File: src/design/soc_mem_pkg.sv
`default_nettype none

package soc_mem_pkg;

    // bus field widths
    typedef logic [31:0] addr_t;
    typedef logic [31:0] data_t;
    typedef logic [3:0]  strb_t;

    // burst length as carried on arlen in beats minus one
    typedef logic [7:0]  len_t;

    typedef logic [1:0]  resp_t;

    localparam resp_t RESP_OKAY   = 2'd0;
    localparam resp_t RESP_SLVERR = 2'd2;

    // which target an address falls into
    typedef logic [1:0]  region_t;

    localparam region_t REGION_NONE  = 2'd0;
    localparam region_t REGION_FLASH = 2'd1;
    localparam region_t REGION_SDRAM = 2'd2;
    localparam region_t REGION_UART  = 2'd3;

    // up to 1M words per bank
    typedef logic [19:0] word_idx_t;

endpackage

`default_nettype wire
File: src/design/addr_region_decode.sv
`timescale 1ns/1ps
`default_nettype none

module addr_region_decode #(
    parameter soc_mem_pkg::addr_t FLASH_BASE  = 32'h3000_0000,
    parameter int unsigned        FLASH_WORDS = 1024,
    parameter soc_mem_pkg::addr_t SDRAM_BASE  = 32'ha000_0000,
    parameter int unsigned        SDRAM_WORDS = 1024,
    parameter soc_mem_pkg::addr_t UART_BASE   = 32'h1000_0000
) (
    input  soc_mem_pkg::addr_t     addr,
    output soc_mem_pkg::region_t   region,
    output soc_mem_pkg::word_idx_t word_idx
);

    localparam soc_mem_pkg::addr_t FLASH_BYTES = soc_mem_pkg::addr_t'(FLASH_WORDS * 4);
    localparam soc_mem_pkg::addr_t SDRAM_BYTES = soc_mem_pkg::addr_t'(SDRAM_WORDS * 4);

    soc_mem_pkg::addr_t flash_off;
    soc_mem_pkg::addr_t sdram_off;
    logic               in_flash;
    logic               in_sdram;
    logic               in_uart;

    assign flash_off = addr - FLASH_BASE;
    assign sdram_off = addr - SDRAM_BASE;

    // offset wraps when addr is below the base, so check both bounds
    assign in_flash = (addr >= FLASH_BASE) && (flash_off < FLASH_BYTES);
    assign in_sdram = (addr >= SDRAM_BASE) && (sdram_off < SDRAM_BYTES);

    // uart is a single word
    assign in_uart  = (addr[31:2] == UART_BASE[31:2]);

    always_comb begin
        region   = soc_mem_pkg::REGION_NONE;
        word_idx = '0;
        if (in_flash) begin
            region   = soc_mem_pkg::REGION_FLASH;
            word_idx = flash_off[21:2];
        end else if (in_sdram) begin
            region   = soc_mem_pkg::REGION_SDRAM;
            word_idx = sdram_off[21:2];
        end else if (in_uart) begin
            region   = soc_mem_pkg::REGION_UART;
        end
    end

endmodule

`default_nettype wire

File: config.mk
export PLATFORM = sky130hd
export DESIGN_NAME = addr_region_decode
export DESIGN_NICKNAME = d
export VERILOG_FILES = /design/src/design/soc_mem_pkg.sv /design/src/design/addr_region_decode.sv
export SDC_FILE = /design/constraint.sdc
export NUM_CORES = 1
export LEC_CHECK = 0
export BUFFER_PORTS_ARGS = -buffer_cell sky130_fd_sc_hd__buf_2
export CORE_AREA = 2 2 39 41
export DETAILED_ROUTE_END_ITERATION = 6
export DIE_AREA = 0 0 41 43
export GPL_ROUTABILITY_DRIVEN = 0
export PLACE_DENSITY_LB_ADDON = 0.25
export SETUP_SLACK_MARGIN = 0.2
export SLEW_MARGIN = 20
export SYNTH_ARGS = -nofsm -noshare
export SYNTH_HDL_FRONTEND = slang
export SYNTH_SLANG_ARGS = --single-unit
File: constraint.sdc
create_clock -name vclk -period 2.5
set_input_delay 0.5 -clock vclk [all_inputs]
set_output_delay 0.5 -clock vclk [all_outputs]
set_load 0.05 [all_outputs]
# Word-level counts from Yosys, hierarchy flattened
# Cells that the tools add are included.
# W data, S select, Z words.
# classes
n_addsub	2
n_mux	5
reduce_logical	2
eq_ne	1
order_cmp	4
# op_table
op	n
$lt A32 B13 Y1 const B	2
$mux W20	2
$ge A32 B30 Y1 const B	1
$ge A32 B32 Y1 const B	1
$sub A32 B30 Y32 const B	1
$sub A32 B32 Y32 const B	1
$eq A30 B27 Y1 const B	1
$mux W2	3
$logic_and A1 B1 Y1	2
# word_totals
inputBits	32
register_bits	0
out_inout_bits	22

# Depth between registers and ports, before layout
# depth
word_depth	5
mapped_depth	6
depth_no_buf	5

# Worst setup path before layout
# OpenSTA, ideal clock, no wires.
# synth_timing
kind	in2out
startpoint	input port addr[29]
endpoint	output port word_idx[0]
arrival_ps	2561
path_stages	6
path_slack_ps	-561
required_time_ps	2000
path_buffers	1
path_cell_list	clkbuf_1 -> inv_1 -> ha_1 -> nor3b_4 -> a22oi_4 -> nor3_1
# synth_between
elab_chain_cells	5
# synth_lines
element	line_no	text
from (decl)	addr_region_decode.sv:11	input soc_mem_pkg::addr_t addr,
$sub A32 B32 Y32	addr_region_decode.sv:26	assign sdram_off = addr - SDRAM_BASE;
$lt A32 B13 Y1	addr_region_decode.sv:30	assign in_sdram = (addr >= SDRAM_BASE) && (sdram_off < SDRAM_BYTES);
$logic_and A1 B1 Y1	addr_region_decode.sv:30	
$mux W20	addr_region_decode.sv:41	end else if (in_sdram) begin
$mux W20 *	addr_region_decode.sv:38	if (in_flash) begin
to (decl)	addr_region_decode.sv:13	output soc_mem_pkg::word_idx_t word_idx
# Every way passes the cells marked *; elsewhere a longest branch is shown, timed or not.

# Final worst setup path
# layout_timing
startpoint	input port addr[29]
endpoint	output port word_idx[2]
# Same word-level chain as after synthesis.

==> flow_metrics.env <==
export IMPL_setup_viol=0
export IMPL_grt_total_usage=0.134
export IMPL_yosysTopAreaCell="buf_4"
export IMPL_syn_area_sq_um=390
export IMPL_routedWlPerCell_um=9.81
export IMPL_postSynthCellCount=54
export IMPL_initial_core_util=0.282
export IMPL_grt_max_degree=14
export IMPL_min_path_type="in -> out"
export IMPL_p_per_area_mw_per_mm2=149
export IMPL_final_nets=133
export IMPL_min_path_cells=4
export IMPL_syn_area_per_cell_sq_um=7.23
export IMPL_crit_path_end_kind="output pin"
export IMPL_ant_nets=0
export IMPL_die_area_sq_mm=0.00176
export IMPL_status="completed"
export IMPL_drtIter0Drc=1
export IMPL_yosysUniqueCellTypes=16
export IMPL_die_h_um=43
export IMPL_drt_pre_antenna_iters=2
export IMPL_path_max_fanout=6
export IMPL_dieWidth_um=41
export IMPL_synth_top_cell_area_share=0.212
export IMPL_post_dp_hpwl_um=976
export IMPL_yosysWarnings=0
export IMPL_port_buffer_count=42
export IMPL_design_core_area_sq_mm=0.00138
export IMPL_io_pins=54
export IMPL_grt_pass1_vias=428
export IMPL_grt_overflow=0
export IMPL_rsz0062_at_grt="true"
export IMPL_cap_violations=0
export IMPL_grt_pass1_wl_um=1730
export IMPL_nFlopsAndLatches=0
export IMPL_yosysMostFrequentCell="buf_4"
export IMPL_worst_setup_path_type="in -> out"
export IMPL_nClkBuffers=0
export IMPL_final_layout_size_suffix_gt1_frac=0.670
export IMPL_fmax_mhz=448
export IMPL_yosysSeqAreaShare=0
export IMPL_via_per_inst=4.50
export IMPL_critPathLaunchType="input pin"
export IMPL_fin_ws_ns=0.266
export IMPL_fin_crit_sh=0.893
export IMPL_arrival_ns=1.73
export IMPL_vdd_drop_max_v=0.0000805
export IMPL_diodes=0
export IMPL_drc=0
export IMPL_cts_hold_fix_buffers=0
export IMPL_worstPathRequired_ns=2.00
export IMPL_place_worst_setup_slack_ns=-0.0140
export IMPL_synth_commonest_cells="buf_4, nand2_1, nor3_2"
export IMPL_fin_crit_ns=2.23
export IMPL_timing_hold_ws_ns=1.39
export IMPL_totalWireLength_um=1110
export IMPL_synthToLayoutAreaGrowth_pct=96.5
export IMPL_seqCellArea_sq_um=0
export IMPL_via_count=509
export IMPL_hold_violations=0
export IMPL_power_leakage_nw=0.439
export IMPL_power_mw=0.114
export IMPL_antenna_found_initial=0
export IMPL_slew_violations=0
export IMPL_netlist_top_cells_area="buf_4, nor3_2, nor4_1, nand2_1, ha_1"
export IMPL_row_count=14
==> routing by layer <==
metal	global-route usage	up-vias	share of wire	routed length, um
met3	0.00524	0	0.12	134
met1	0.184	214	0.36	395
li1	-	259	-	-
met4	0	0	0	0
met5	0	-	0	0
met2	0.234	36	0.52	577
==> per-stage QoR <==
step / utilization / area [sq um] / TNS, ns / cells
after detailed placement: 0.488 / 676 / -0.0140 / 111
after CTS: 0.517 / 716 / 0 / 113
after global placement: 0.488 / 676 / 0 / 111
final: 0.554 / 767 / 0 / 113
after floorplan: - / 538 / 0 / 63
after global routing: 0.554 / 767 / 0 / 113
==> worst paths after layout <==
check  startpoint          end  slack (ns)
max      addr[29]  word_idx[2]        0.27
min       addr[2]  word_idx[0]        1.39
==> critical path, stage by stage <==
cell and delay, ns:
buf_2 0.11, inv_2 0.04, ha_4 0.24, nor3b_4 0.24, a22oi_4 0.10, buf_12 0.16
nor3_4 0.09, clkbuf_4 0.25
==> kinds of logic after synthesis <==
| group | share of synthesized area |
|---|---|
| compound gates | 0.0801 |
| xor+xnor | 0.0417 |
| fa+ha+maj | 0.0641 |
| simple gates | 0.564 |
| other cells | 0.00961 |
| buf+inv | 0.240 |
==> cells in the final DEF, fill, tap and decap left out, types with 2 or more instances in the layout <==
cell / n
nor3_4: 10
a21oi_2: 2
nand2_1: 10
buf_6: 8
inv_2: 2
nand4_1: 2
buf_2: 31
nor4_1: 6
clkbuf_4: 2
conb_1: 10
nand3_1: 2
buf_4: 4
==> report_power, final <==
part           internal (mW)  total [mW]  switching [mW]  leakage [nW]
Clock                      0           0               0             0
Sequential                 0           0               0             0
Combinational         0.0386       0.114          0.0757         0.439
==> what timing repair did <==
action | in CTS | in global routing
setup endpoints to repair | 10 | 12
hold endpoints to repair | 0 | 0
gates resized for setup | 5 | 20
buffers inserted | 2 | 0
pin swaps | 1 | 0
==> layout make-up <==
| class | instances | area (sq um) |
|---|---|---|
| Multi-Input combinational cell | 49 | 429 |
| Timing Repair Buffer | 46 | 310 |
| Fill cell | 130 | 617 |
| Tap cell | 16 | 20.0 |
| Inverter | 2 | 7.51 |
Note: power is estimated with default switching activity, not from simulation.
