## config.mk

```make
export PLATFORM = sky130hd
export DESIGN_NAME = axi_write_engine
export DESIGN_NICKNAME = d
export VERILOG_FILES = /design/src/design/soc_mem_pkg.sv /design/src/design/axi_write_engine.sv
export SDC_FILE = /design/constraint.sdc
export NUM_CORES = 1
export LEC_CHECK = 0
export BUFFER_PORTS_ARGS = -buffer_cell sky130_fd_sc_hd__buf_2
export CORE_MARGIN = 10
export CORE_UTILIZATION = 39
export DETAILED_ROUTE_END_ITERATION = 6
export PLACE_DENSITY = 0.88
export SKIP_CTS_REPAIR_TIMING = 1
export SYNTH_ARGS = -nofsm -noshare
export SYNTH_HDL_FRONTEND = slang
export SYNTH_SLANG_ARGS = --single-unit
export TNS_END_PERCENT = 50
```

## constraint.sdc

```tcl
create_clock -name clock -period 3.6 [get_ports clock]
set_input_delay 0.36 -clock clock [delete_from_list [all_inputs] [get_ports clock]]
set_output_delay 0.36 -clock clock [all_outputs]
set_load 0.05 [all_outputs]
```

## src/design/soc_mem_pkg.sv

```systemverilog
`default_nettype none

package soc_mem_pkg;

    // bus field widths
    typedef logic [31:0] addr_t;
    typedef logic [31:0] data_t;
    typedef logic [3:0]  strb_t;

    // burst length as carried on arlen in beats minus one
    typedef logic [7:0]  len_t;

    typedef logic [1:0]  resp_t;

    localparam resp_t RESP_OKAY   = 2'd0;
    localparam resp_t RESP_SLVERR = 2'd2;

    // which target an address falls into
    typedef logic [1:0]  region_t;

    localparam region_t REGION_NONE  = 2'd0;
    localparam region_t REGION_FLASH = 2'd1;
    localparam region_t REGION_SDRAM = 2'd2;
    localparam region_t REGION_UART  = 2'd3;

    // up to 1M words per bank
    typedef logic [19:0] word_idx_t;

endpackage

`default_nettype wire
```

## src/design/axi_write_engine.sv

```systemverilog
`timescale 1ns/1ps
`default_nettype none

module axi_write_engine (
    input  logic                   clock,
    input  logic                   rst_n,
    input  soc_mem_pkg::addr_t     awaddr,
    input  logic                   awvalid,
    output logic                   awready,
    input  soc_mem_pkg::data_t     wdata,
    input  soc_mem_pkg::strb_t     wstrb,
    input  logic                   wvalid,
    output logic                   wready,
    output soc_mem_pkg::resp_t     bresp,
    output logic                   bvalid,
    input  logic                   bready,
    output soc_mem_pkg::addr_t     dec_addr,
    input  soc_mem_pkg::region_t   dec_region,
    input  soc_mem_pkg::word_idx_t dec_idx,
    output logic                   flash_wr,
    output logic                   sdram_wr,
    output soc_mem_pkg::word_idx_t wr_idx,
    output soc_mem_pkg::data_t     wr_data,
    output soc_mem_pkg::strb_t     wr_strb,
    output logic [7:0]             uart_data,
    output logic                   uart_valid
);

    typedef enum logic [2:0] {
        W_IDLE,
        W_WAIT_ADDR,
        W_WAIT_DATA,
        W_WRITE,
        W_RESP
    } wr_state_t;

    wr_state_t          state;
    soc_mem_pkg::addr_t addr_q;
    soc_mem_pkg::data_t data_q;
    soc_mem_pkg::strb_t strb_q;
    soc_mem_pkg::resp_t bresp_q;
    logic               aw_hs;
    logic               w_hs;
    logic               writing;

    // a channel already taken drops its ready until the response is done
    assign awready = (state == W_IDLE) || (state == W_WAIT_ADDR);
    assign wready  = (state == W_IDLE) || (state == W_WAIT_DATA);
    assign aw_hs   = awvalid && awready;
    assign w_hs    = wvalid && wready;
    assign writing = (state == W_WRITE);

    assign dec_addr = addr_q;

    assign flash_wr   = writing && (dec_region == soc_mem_pkg::REGION_FLASH);
    assign sdram_wr   = writing && (dec_region == soc_mem_pkg::REGION_SDRAM);
    assign wr_idx     = dec_idx;
    assign wr_data    = data_q;
    assign wr_strb    = strb_q;

    // one cycle pulse per character
    assign uart_valid = writing && (dec_region == soc_mem_pkg::REGION_UART);
    assign uart_data  = data_q[7:0];

    assign bvalid = (state == W_RESP);
    assign bresp  = bresp_q;

    always_ff @(posedge clock or negedge rst_n) begin
        if (!rst_n) begin
            state <= W_IDLE;
        end else begin
            case (state)
                W_IDLE: begin
                    if (aw_hs && w_hs) begin
                        state <= W_WRITE;
                    end else if (aw_hs) begin
                        state <= W_WAIT_DATA;
                    end else if (w_hs) begin
                        state <= W_WAIT_ADDR;
                    end
                end
                W_WAIT_ADDR: begin
                    if (aw_hs) begin
                        state <= W_WRITE;
                    end
                end
                W_WAIT_DATA: begin
                    if (w_hs) begin
                        state <= W_WRITE;
                    end
                end
                W_WRITE: begin
                    state <= W_RESP;
                end
                W_RESP: begin
                    if (bready) begin
                        state <= W_IDLE;
                    end
                end
                default: begin
                    state <= W_IDLE;
                end
            endcase
        end
    end

    // address and data land in whichever order they come
    always_ff @(posedge clock) begin
        if (aw_hs) begin
            addr_q <= awaddr;
        end
        if (w_hs) begin
            data_q <= wdata;
            strb_q <= wstrb;
        end
        // unmapped writes are dropped
        if (writing) begin
            bresp_q <= (dec_region == soc_mem_pkg::REGION_NONE) ?
                       soc_mem_pkg::RESP_SLVERR : soc_mem_pkg::RESP_OKAY;
        end
    end

endmodule

`default_nettype wire

```

Word level (Yosys, flattened, before mapping)
Index checks and enable logic that the tools add are counted.
{ "word_totals": {"ff_bits": 73, "latch_bits": 0, "mem_bits_rw": 0, "rom_bits": 0, "inputBits": 95, "output_inout_bits": 104, "wordCells": 35, "memories": 0} }
{ "op_classes": {"addsub": 0, "multipliers": 0, "n_div": 0, "magnitude_cmp": 0, "eq_ne": 11, "shifts": 0, "mux": 8, "bitwise_logic": 0, "reduce_logical": 11} }
{ "op_table": {"columns": ["operator", "n"], "rows": [
  ["3-bit two-way mux", 6],
  ["3-bit one-hot mux with 5 select lines", 1],
  ["3-bit by 2-bit == test with 1-bit output (second input constant)", 2],
  ["1-bit logical AND", 6],
  ["2-bit == test (second input constant)", 2],
  ["2-bit inequality test (second input constant)", 2],
  ["4-bit by 3-bit inequality test with 1-bit output (second input constant)", 1],
  ["4-bit AND reduction", 1],
  ["3-bit by 1-bit == test with 1-bit output (second input constant)", 1],
  ["3-bit == test (second input constant)", 1],
  ["3-bit zero test", 1],
  ["2-bit by 1-bit == test with 1-bit output (second input constant)", 1],
  ["2-bit zero test", 1],
  ["1-bit logical OR", 2],
  ["2-bit two-way mux", 1],
  ["2-bit by 1-bit inequality test with 1-bit output (second input constant)", 1]
]} }

Depth between registers and ports, before layout
{ "depth": {"depth_word": 7, "ltp_mapped": 3, "depth_no_buf": 2} }

Worst setup path after synthesis
No wires, ideal clock.
{ "synth_timing": {"path_kind": "register to register", "from": "register state[0]", "to": "register data_q[0] (netlist: wr_data[0]) (enable)", "setup_time_ns": 0.429, "t_arrival_ns": 2.088, "required_time_ns": 3.171, "setup_slack_ns": 1.083, "path_stages_with_launch": 3, "path_buffers": 0, "period_less_slack_ns": 2.517, "path_cell_list": "dfrtp_1 > nand2b_1 > nor2_1"} }
{ "synth_via": {"elab_chain_len": 3, "word_cells_on_any_way": 4, "cone_classes": "1 x eq/ne; 3 x reduce/logical"} }
{ "synth_rtl": {"columns": ["item", "line", "source"], "rows": [
  ["start: declaration", "axi_write_engine.sv:37", "wr_state_t state;"],
  ["start signal: assignment", "axi_write_engine.sv:70", "state <= W_IDLE;"],
  ["start signal: assignment", "axi_write_engine.sv:75", "state <= W_WRITE;"],
  ["start signal: assignment", "axi_write_engine.sv:77", "state <= W_WAIT_DATA;"],
  ["3-bit by 2-bit == test with 1-bit output or 3-bit zero test (tied branches)", "axi_write_engine.sv:48", "assign wready = (state == W_IDLE) || (state == W_WAIT_DATA);"],
  ["1-bit logical OR (*)", "axi_write_engine.sv:48", null],
  ["1-bit logical AND (*)", "axi_write_engine.sv:50", "assign w_hs = wvalid && wready;"],
  ["named net w_hs", "axi_write_engine.sv:43", "logic w_hs;"],
  ["end signal: assignment", "axi_write_engine.sv:113", "data_q <= wdata;"],
  ["end: declaration", "axi_write_engine.sv:39", "soc_mem_pkg::data_t data_q;"]
]} }
The timed path passes the listed nets; every way through them passes the cells marked *.
A chain may end at the register's enable or synchronous reset.

Worst setup path in the final report
{ "layout_timing": {"from": "register state[2]", "to": "output port sdram_wr"} }
{ "layout_via": {"elab_chain_len": 2} }
{ "layout_rtl": {"columns": ["item", "line", "source"], "rows": [
  ["3-bit by 2-bit == test with 1-bit output", "axi_write_engine.sv:51", "assign writing = (state == W_WRITE);"],
  ["1-bit logical AND", "axi_write_engine.sv:56", "assign sdram_wr = writing && (dec_region == soc_mem_pkg::REGION_SDRAM);"],
  ["end: declaration", "axi_write_engine.sv:21", "output logic sdram_wr,"]
]} }
Every way passes these cells.

==> results.cfg <==
[global_route]
grt_usage_pct = 11.95
grt_pass1_wl_um = 9239
grt_pass1_vias = 1660
grt_max_degree = 37
overflow = 0
antenna_found_initial = 0

[final_layout]
syn_to_final_growth_pct = 35.08
diodes = 0
stdcell_area_um2 = 3358
fin_cells = 345
finalNetCount = 358
drive_gt1_share_pct = 64.93

[synth]
synth_edf_count = 69
synth_cell_types = 13
mappedNetlistArea_um2 = 2486
ys_ff_latch = 72
netlist_instances = 123
synth_top_cells_by_count = edfxtp_1 (69), buf_4 (30), nor2_1 (6)
synth_area_leader_cell = edfxtp_1
ys_seq_area_share_pct = 86.36
async_flop_share_pct = 4.167
synthesis.nets = 218
ys_warn_count = 0
avgSynthCellArea_um2 = 20.21
synth_ff_type = edfxtp_1
synth_most_common_cell = edfxtp_1
synthTopCellsByArea = edfxtp_1 (83%), buf_4 (9.1%), dfrtp_1 (3.0%), nor2_1 (0.91%), nor3b_1 (0.91%)
yosys.area.top_type_share_pct = 83.34

[timing]
layout_min_cycle_time_ns = 2.012
skew_ns = 0.006582
slew_headroom_pct = 34.55
final_max_slew_viol_count = 0
tns_ns = 0
hold_viol = 0
worst-slew-pin-transition_ns = 0.9794
fmax_mhz = 496.9
rsz0062_at_grt = false
finalCritPeriodShare_pct = 55.90
setup_violations = 0

[place]
gp_congestion = 0.6872
postPlaceCellArea_um2 = 3161
placed_cells = 328
hpwl_um = 5248
port_buffers = 157

[setup_path]
crit_path_cell_trace = nand3b_1 -> nor3b_1 -> buf_2
slowest_stage = dfrtp_1
cp-end-kind = output port
slowest_delay_ns = 0.49
worst-path-buf-inv = 1
worstSetupStartpointType = flop
cp_max_fo = 9
path_delay_family = simple AND/OR/NAND/NOR gates
criticalPathCategory = reg2out
crit_required_ns = 3.24
arrival_ns = 1.65

[route]
drc = 0
ant_nets = 0
via_per_inst = 4.432
wl_um = 6488
drt_iter0_drc = 24
vias = 1529
firstDrtPassIters = 4
wire_per_inst_um = 18.81

[power]
vdd_ir_drop_max_uv = 501.2
p_leak_nw = 1.466
power_density_nw_per_um2 = 843.2

[floorplanning]
pin_count = 199
die_height_um = 99.84
die_w_um = 99.84
die_area_um2 = 9968
core_um2 = 6277
initial_core_util_pct = 39.61
rows = 29

[clock_tree]
cts.sinks = 72
root_buffer = clkbuf_8
clockBufferDepth = 2
cts_tree = built
htree_levels = 3
insertion_delay_ns = 0.32
cts_made_buffers = 9
clk_pin_slew_ns = 0.08

[run]
maxCapViolCount = 0

[status]
outcome = finished clean

[hold_path]
hold_path.class = in2reg
-- metrics by stage --
stage               utilization [%]  power (mW)  worst slack, ns  hold slack (ns)
global placement              50.35       2.238            1.898           0.1562
floorplan                         -       2.079            1.083          0.06441
detailed placement            50.35       2.266            1.810           0.1603
finish                        53.50       2.832            1.588           0.2056
global route                  53.50       2.955            1.443           0.1819
CTS                           53.34       2.869            1.561          -0.1962
-- report_power, final --
part / internal [mW] / total [mW] / switching [mW]
Clock: 0.317 / 0.598 / 0.281
Sequential: 1.15 / 1.21 / 0.0659
Combinational: 0.180 / 1.02 / 0.842
-- layer usage --
| layer | wire (um) | GRT usage (%) | part of all wire [%] |
|---|---|---|---|
| met1 | 2229 | 11.85 | 34 |
| met2 | 3345 | 20.36 | 52 |
| met3 | 795 | 6.044 | 12 |
| met4 | 118 | 5.623 | 1.8 |
| met5 | 0 | 0 | 0 |
-- worst reg2reg max path, cell delays in order (launching register included) --
cell and delay (ns):
dfrtp_1 0.42, nand2b_1 0.21, nor2_4 0.75
-- cells in the final DEF, fill, tap and decap left out, drive strengths merged, types with 2 or more instances in the layout --
cell type / synthesis / layout
nor2: 6 / 6
nand2: 2 / 2
nor3b: 3 / 3
a21oi: 2 / 2
nand2b: 3 / 3
clkbuf: 0 / 10
clkinv: 0 / 4
dfrtp: 3 / 3
edfxtp: 69 / 69
buf: 30 / 158
-- cell families after synthesis --
family | Yosys count | synth area share (%)
compound gates | 2 | 0.4026
other cells | 1 | 0.1508
buf+inv | 31 | 9.210
flops | 72 | 86.36
simple gates | 17 | 3.875
-- cell type report --
class / instances / area (um^2)
tap: 77 / 96.34
clock inverter: 6 / 60.06
timing repair buffer: 159 / 803.3
sequential: 72 / 2147
clock buffer: 10 / 127.6
fill: 524 / 2919
multi-input combinational: 20 / 120.1
inverter: 1 / 3.754
-- worst paths after layout --
| check | from | endpoint | slack (ns) | cells after the start |
|---|---|---|---|---|
| setup / recovery | state[2] | sdram_wr | 1.59 | 3 |
| hold / removal | awaddr[18] | dec_addr[18] | 0.21 | 1 |
| setup reg to reg | state[0] | wr_data[7] | 1.82 | 2 |
| hold reg to reg | state[1] | state[1] | 0.63 | 2 |
| max in group asynchronous | rst_n | state[1] | 3.13 | 2 |
| min in group asynchronous | rst_n | state[0] | 0.37 | 2 |
-- flip-flops by register name, summed over array words and instances, names as in the netlist --
register / flops
dec_addr: 32
state: 3
wr_data: 32
wr_strb: 4
bresp: 1
Power figures use the tool's default switching activity.
