### config.mk
export PLATFORM = sky130hd
export DESIGN_NAME = axi_read_engine
export DESIGN_NICKNAME = d
export VERILOG_FILES = /design/src/design/soc_mem_pkg.sv /design/src/design/axi_read_engine.sv
export SDC_FILE = /design/constraint.sdc
export NUM_CORES = 1
export LEC_CHECK = 0
export BUFFER_PORTS_ARGS = -buffer_cell sky130_fd_sc_hd__buf_2
export CAP_MARGIN = 5
export CORE_ASPECT_RATIO = 1.1
export CORE_MARGIN = 3
export CORE_UTILIZATION = 40
export CTS_BUF_LIST = sky130_fd_sc_hd__clkbuf_4
export CTS_CLUSTER_SIZE = 25
export DETAILED_ROUTE_END_ITERATION = 8
export GPL_ROUTABILITY_DRIVEN = 0
export MAX_ROUTING_LAYER = met4
export PLACE_DENSITY = 0.82
export SLEW_MARGIN = 30
export SYNTH_ARGS = -nofsm -noshare
export SYNTH_HDL_FRONTEND = slang
export SYNTH_SLANG_ARGS = --single-unit
### constraint.sdc
create_clock -name clock -period 2.6 [get_ports clock]
set_clock_uncertainty 0.05 [all_clocks]
set_input_delay 0.13 -clock clock [delete_from_list [all_inputs] [get_ports clock]]
set_output_delay 0.13 -clock clock [all_outputs]
set_load 0.05 [all_outputs]
### src/design/soc_mem_pkg.sv
`default_nettype none

package soc_mem_pkg;

    // bus field widths
    typedef logic [31:0] addr_t;
    typedef logic [31:0] data_t;
    typedef logic [3:0]  strb_t;

    // burst length as carried on arlen in beats minus one
    typedef logic [7:0]  len_t;

    typedef logic [1:0]  resp_t;

    localparam resp_t RESP_OKAY   = 2'd0;
    localparam resp_t RESP_SLVERR = 2'd2;

    // which target an address falls into
    typedef logic [1:0]  region_t;

    localparam region_t REGION_NONE  = 2'd0;
    localparam region_t REGION_FLASH = 2'd1;
    localparam region_t REGION_SDRAM = 2'd2;
    localparam region_t REGION_UART  = 2'd3;

    // up to 1M words per bank
    typedef logic [19:0] word_idx_t;

endpackage

`default_nettype wire
### src/design/axi_read_engine.sv
`timescale 1ns/1ps
`default_nettype none

module axi_read_engine (
    input  logic                   clock,
    input  logic                   rst_n,
    input  soc_mem_pkg::addr_t     araddr,
    input  soc_mem_pkg::len_t      arlen,
    input  logic                   arvalid,
    output logic                   arready,
    output soc_mem_pkg::data_t     rdata,
    output soc_mem_pkg::resp_t     rresp,
    output logic                   rlast,
    output logic                   rvalid,
    input  logic                   rready,
    output soc_mem_pkg::addr_t     dec_addr,
    input  soc_mem_pkg::region_t   dec_region,
    input  soc_mem_pkg::word_idx_t dec_idx,
    output logic                   rd_en,
    output soc_mem_pkg::word_idx_t rd_idx,
    output logic                   rd_sel,
    input  soc_mem_pkg::data_t     flash_rd_data,
    input  soc_mem_pkg::data_t     sdram_rd_data
);

    typedef enum logic [1:0] {
        R_IDLE,
        R_FETCH,
        R_BEAT
    } rd_state_t;

    rd_state_t            state;
    soc_mem_pkg::addr_t   cur_addr;
    soc_mem_pkg::len_t    beat_len;
    soc_mem_pkg::len_t    beat_cnt;
    soc_mem_pkg::region_t beat_region;
    logic                 ar_hs;
    logic                 r_hs;
    logic                 bank_hit;
    logic                 fetching;

    assign arready = (state == R_IDLE);
    assign rvalid  = (state == R_BEAT);
    assign ar_hs   = arvalid && arready;
    assign r_hs    = rvalid && rready;
    assign rlast   = rvalid && (beat_cnt == beat_len);

    // in idle the incoming address is decoded so the first word is read on the handshake
    assign dec_addr = (state == R_IDLE) ? araddr : cur_addr;
    assign fetching = ar_hs || (state == R_FETCH);

    assign bank_hit = (dec_region == soc_mem_pkg::REGION_FLASH) ||
                      (dec_region == soc_mem_pkg::REGION_SDRAM);
    assign rd_en    = fetching && bank_hit;
    assign rd_idx   = dec_idx;
    assign rd_sel   = (dec_region == soc_mem_pkg::REGION_SDRAM);

    always_ff @(posedge clock or negedge rst_n) begin
        if (!rst_n) begin
            state    <= R_IDLE;
            beat_cnt <= '0;
        end else begin
            case (state)
                R_IDLE: begin
                    if (ar_hs) begin
                        state    <= R_BEAT;
                        beat_cnt <= '0;
                    end
                end
                R_BEAT: begin
                    if (r_hs) begin
                        if (rlast) begin
                            state <= R_IDLE;
                        end else begin
                            state    <= R_FETCH;
                            beat_cnt <= beat_cnt + 8'd1;
                        end
                    end
                end
                R_FETCH: begin
                    state <= R_BEAT;
                end
                default: begin
                    state <= R_IDLE;
                end
            endcase
        end
    end

    // burst address steps one word per beat
    always_ff @(posedge clock) begin
        if (ar_hs) begin
            cur_addr <= araddr;
            beat_len <= arlen;
        end else if (r_hs && !rlast) begin
            cur_addr <= cur_addr + 32'd4;
        end
        if (fetching) begin
            beat_region <= dec_region;
        end
    end

    // unmapped and uart beats carry zero with SLVERR
    always_comb begin
        rdata = '0;
        rresp = soc_mem_pkg::RESP_SLVERR;
        case (beat_region)
            soc_mem_pkg::REGION_FLASH: begin
                rdata = flash_rd_data;
                rresp = soc_mem_pkg::RESP_OKAY;
            end
            soc_mem_pkg::REGION_SDRAM: begin
                rdata = sdram_rd_data;
                rresp = soc_mem_pkg::RESP_OKAY;
            end
            default: begin
                rdata = '0;
            end
        endcase
    end

endmodule

`default_nettype wire

# Word level (Yosys, flattened, before mapping)
# Cells that the tools add are included.
# totals
inputBits,130
elab_cells,44
register_bits,52
out_inout_bits,91
# op_classes
addsub,2
n_reduce_logical,14
mux,13
eq_ne,10
# ops
cell,n
$mux 32,3
$pmux 32 s2,1
$add 32x3->32 const B,1
$mux 8,3
$pmux 8 s2,1
$add 8x1->8 const B,1
$eq 8x8->1,1
$eq 2x1->1 const B,3
$eq 2x2->1 const B,3
$mux 2,3
$pmux 2 s3,1
$logic_and 1x1->1,5
$ne 2x1->1 const B,2
$reduce_and 4->1,1
$reduce_bool 2->1,2
$logic_not 2->1,1
$logic_or 1x1->1,2
$ne 2x2->1 const B,1
$reduce_and 2->1,1
$reduce_or 2->1,1
$logic_not 1->1,1
$mux 1,1

# Longest topological paths before layout
# depth
depth_word,6
ltp_mapped,6
depth_no_buf,6

# Worst setup path after synthesis
# No wires, ideal clock.
# synth_timing
kind,reg2reg
from,reg state[0]
to,reg cur_addr[10] (enable)
setup_ns,0.387
path_stages_with_launch,6
path_slack_ns,0.103
required_time_ns,2.163
path_buffers,1
synth_period_minus_slack_ns,2.497
arrival_ns,2.060
cell_sequence,dfrtp_1 nand2b_1 inv_1 o211ai_1 clkbuf_1 nand2_1
# synth_between
elab_chain_cells,5
word_cells_on_any_way,8
cone_classes,1 x eq/ne; 7 x reduce/logical
# synth_rtl
item,line,rtl
start: declaration,axi_read_engine.sv:32,rd_state_t state;
start signal: assignment,axi_read_engine.sv:60,state <= R_IDLE;
start signal: assignment,axi_read_engine.sv:66,state <= R_BEAT;
start signal: assignment,axi_read_engine.sv:73,state <= R_IDLE;
$eq 2x2->1 *,axi_read_engine.sv:43,assign rvalid = (state == R_BEAT);
via rvalid,axi_read_engine.sv:14,"output logic rvalid,"
$logic_and 1x1->1,axi_read_engine.sv:46,assign rlast = rvalid && (beat_cnt == beat_len);
$logic_not 1->1,axi_read_engine.sv:95,end else if (r_hs && !rlast) begin
$logic_and 1x1->1 *,axi_read_engine.sv:95,
$reduce_bool 2->1 (no source line) *,-,
end signal: assignment,axi_read_engine.sv:93,cur_addr <= araddr;
end signal: assignment,axi_read_engine.sv:96,cur_addr <= cur_addr + 32'd4;
end: declaration,axi_read_engine.sv:33,soc_mem_pkg::addr_t cur_addr;
# The timed path passes the listed nets; every way through them passes the cells marked *.
# A chain may end at the register's enable or synchronous reset.

# Worst setup path after layout
# layout_timing
from,reg cur_addr[2]
to,reg cur_addr[18] (data pin)
# layout_between
elab_chain_cells,3
# layout_rtl
item,line,rtl
$add 32x3->32,axi_read_engine.sv:96,
$mux 32,axi_read_engine.sv:95,
$mux 32,axi_read_engine.sv:92,if (ar_hs) begin
# No other way between the ends. The select of a mux whose other input is x is not followed.

==> Implementation_results.wiki <==
{| class="wikitable"
! Metric !! Value
|-
| Unrepaired setup endpoints after global routing || false
|-
| Result of the run || completed
|-
| Count of different cell masters after synthesis || 34
|-
| Vias after detailed routing || 3,676
|-
| Violation count after the first detailed-routing iteration || 224
|-
| Average vias per placed instance || 5.44
|-
| Peak ir drop on the vdd network || 1060 uV
|-
| Most used standard cells in the synthesized netlist || nor2_1, edfxtp_1, a22oi_1, mux2_2, a21oi_1
|-
| Number of buffers inserted during clock tree synthesis || 5
|-
| Biggest area contributors in the synthesized netlist || edfxtp_1, mux2_2, nor2_1, dfrtp_1, a22oi_1
|-
| Delay contributed by the slowest stage of the critical path || 0.55 ns
|-
| Clock Power Share || 0.070
|-
| Total of flip-flops plus latches after synthesis || 52
|-
| Crit-path leading delay family || simple AND/OR/NAND/NOR gates
|-
| MaxCap Viol Count || 0
|-
| Max Transition Viols Final || 0
|-
| Rel. slew slack || 0.651
|-
| Dominant cell type by area after synthesis || edfxtp_1
|-
| Final Hold Violating Endpoints || 0
|-
| Die Outline Area || 10,500 um2
|-
| Drt first pass iters || 5
|-
| Core Box Area || 8920 um2
|-
| Nets in the synthesized netlist || 524
|-
| Primary FF master, synth || edfxtp_1
|-
| Final worst path period share || 0.858
|-
| Maximum number of buffers from clock root to sink || 2
|-
| Worst Hold Class || input port to flop
|-
| EDFF count, synth || 42
|-
| Synthesized cell area || 3700 um2
|-
| Site row count || 36
|-
| Y dimension of the die || 107 um
|-
| Slowest cell on the critical path || nor4_4
|-
| Clock-pin transition on the worst setup and hold timing paths || 0.16 ns
|-
| Starting utilization of the core area || 0.415
|-
| Required time at the endpoint of the critical path || 2.69 ns
|-
| Total power density per cell area || 1210 nW/um2
|-
| Sinks on Clock Net || 52
|-
| Number of antenna violations at the first check in global routing || 3
|-
| Crit. End Element || flop
|-
| Type of the worst setup path || flop to flop
|-
| Startpoint type of the worst setup path || flop
|-
| Post-synthesis instance total || 389
|-
| Number of port buffers || 179
|-
| Clock tree from TritonCTS || built
|-
| Filler cell count || 792
|-
| Fraction of power consumed by combinational cells || 0.634
|-
| Share of synthesized registers carrying an async set or reset || 0.192
|-
| Global Route Usage Sum || 0.231
|-
| Root buffer cell || clkbuf_4
|-
| # Post-CTS Setup Buffers || 0
|-
| I/O pin cnt || 221
|-
| Via count of the first global-routing pass || 3,557
|-
| Net Switching || 3230 uW
|-
| Critical Path AT || 2.32 ns
|-
| FMAX || 448 MHz
|-
| Sequential area share after synthesis || 0.408
|-
| Drc violations || 0
|-
| Avg Cell Area, Syn || 9.52 um2
|-
| Critical path, cell by cell || ha_1 -> nand3_1 -> nor4_4 -> nand2_1 -> xor2_1 -> a21oi_1
|-
| Layout cell share with drive strength beyond 1 || 0.424
|-
| Post-layout min period || 2.23 ns
|-
| Wire length per cell || 17.8 um
|-
| Core Util, Final || 0.539
|-
| Share of the synthesized area in the top cell type || 0.341
|-
| Global-route wire length before repair || 18.5 mm
|-
| Final HPWL from detailed placement || 9.49 mm
|-
| Critical path fanouts, max || 7
|-
| Most frequent cell after synthesis || nor2_1
|-
| Nets || 693
|-
| Count of buffering cells on the critical path with inverters included || 0
|-
| Switching Share || 0.558
|-
| Share of total power in sequential cells || 0.296
|-
| Number of buffers added to fix hold violations after cts || 15
|-
| Insertion delay to the later sink of the worst-skew pair || 0.39 ns
|-
| Worst-margin pin slew || 0.520 ns
|-
| Post-cts resize count || 0
|-
| Leakage dissipation || 0.00214 uW
|-
| Level count of the clock H-tree || 2
|-
| Die W || 97.7 um
|-
| Number of warning messages in the yosys log || 0
|-
| Cell internal power dissipation || 2560 uW
|-
| Final wirelength || 12.0 mm
|-
| Setup Viol. Count Final || 0
|-
| Remaining number of nets flagged by the antenna check after routing || 0
|-
| Area delta synth->final || 29.7%
|-
| Maximum number of pins on one net before global-route repair || 44
|-
| Setup tns final || 0 ns
|-
| Leftover overflow at the end of global routing || 0
|}
-- metal layers --
metal / wire length [um] / vias to the layer above / track usage / share of wire
li1: - / 1723 / - / -
met1: 4810 / 1754 / 0.283 / 0.40
met2: 5960 / 168 / 0.377 / 0.49
met3: 960 / 31 / 0.0560 / 0.080
met4: 318 / 0 / 0.0801 / 0.026
met5: 0 / - / - / 0
-- power by group through the flow --
stage               Sequential [uW]  Clock [uW]  Combinational [uW]
finish                         1720         405                3670
global route                   1760         441                3890
CTS                            1710         416                3690
detailed placement             1720           0                3660
global placement               1690           0                3590
floorplan                      1620           0                2950
-- final cells by class --
cell class / instances / area (um2) / share of cell area
clock inverter: 3 / 25.0 / 0.00521
timing repair buffer: 203 / 1110 / 0.232
antenna: 3 / 7.51 / 0.00156
clock buffer: 5 / 37.5 / 0.00781
sequential: 52 / 1510 / 0.315
multi-input combinational: 286 / 1930 / 0.402
tap: 114 / 143 / 0.0297
inverter: 10 / 37.5 / 0.00781
-- metrics by stage --
step	std cells	total power (uW)	hold slack, ns	cell area, um2	worst slack, ns
floorplan	389	4570	-0.216	3700	0.103
finish	676	5790	0.00795	4800	0.369
CTS	673	5810	0.000573	4800	0.366
global placement	650	5280	-0.0478	4580	0.539
global route	676	6100	0.00335	4800	0.183
detailed placement	650	5390	-0.0441	4580	0.437
-- worst paths after layout --
path	cells past startpoint	slack (ns)	to	from
worst min register to register	1	0.52	beat_cnt[5]	beat_cnt[5]
max in group asynchronous	2	2.26	beat_cnt[6]	rst_n
worst max register to register	6	0.37	cur_addr[18]	cur_addr[2]
worst max-delay path	6	0.37	cur_addr[18]	cur_addr[2]
min in group asynchronous	2	0.05	beat_cnt[1]	rst_n
worst min-delay path	2	0.008	cur_addr[3]	araddr[3]
-- layout by cell type, fill, tap and decap left out, types with 15 or more instances in the layout --
cell type and instances:
a21oi_1 28, a22oi_1 33, buf_2 179, dlygate4sd3_1 15, edfxtp_1 42, mux2_2 33, nand3_1 18, nor2_1 68
xnor2_1 17, xor2_1 19
-- flip-flops by register name, summed over array words and instances (netlist names) --
name / cells
cur_addr: 32
beat_cnt: 8
beat_len: 8
beat_region: 2
state: 2
-- cells by family after synthesis --
kind of cell / Yosys count / share of synthesized area
multiplexers: 35 / 0.106
flip-flops: 52 / 0.408
other: 1 / 0.00101
adder cells (fa/ha/maj): 5 / 0.0169
XOR/XNOR: 36 / 0.0851
AO/OA/AOI/OAI: 72 / 0.124
AND/OR/NAND/NOR: 137 / 0.186
buffers and inverters: 51 / 0.0730
No activity file was read; power rests on OpenSTA's default activity.
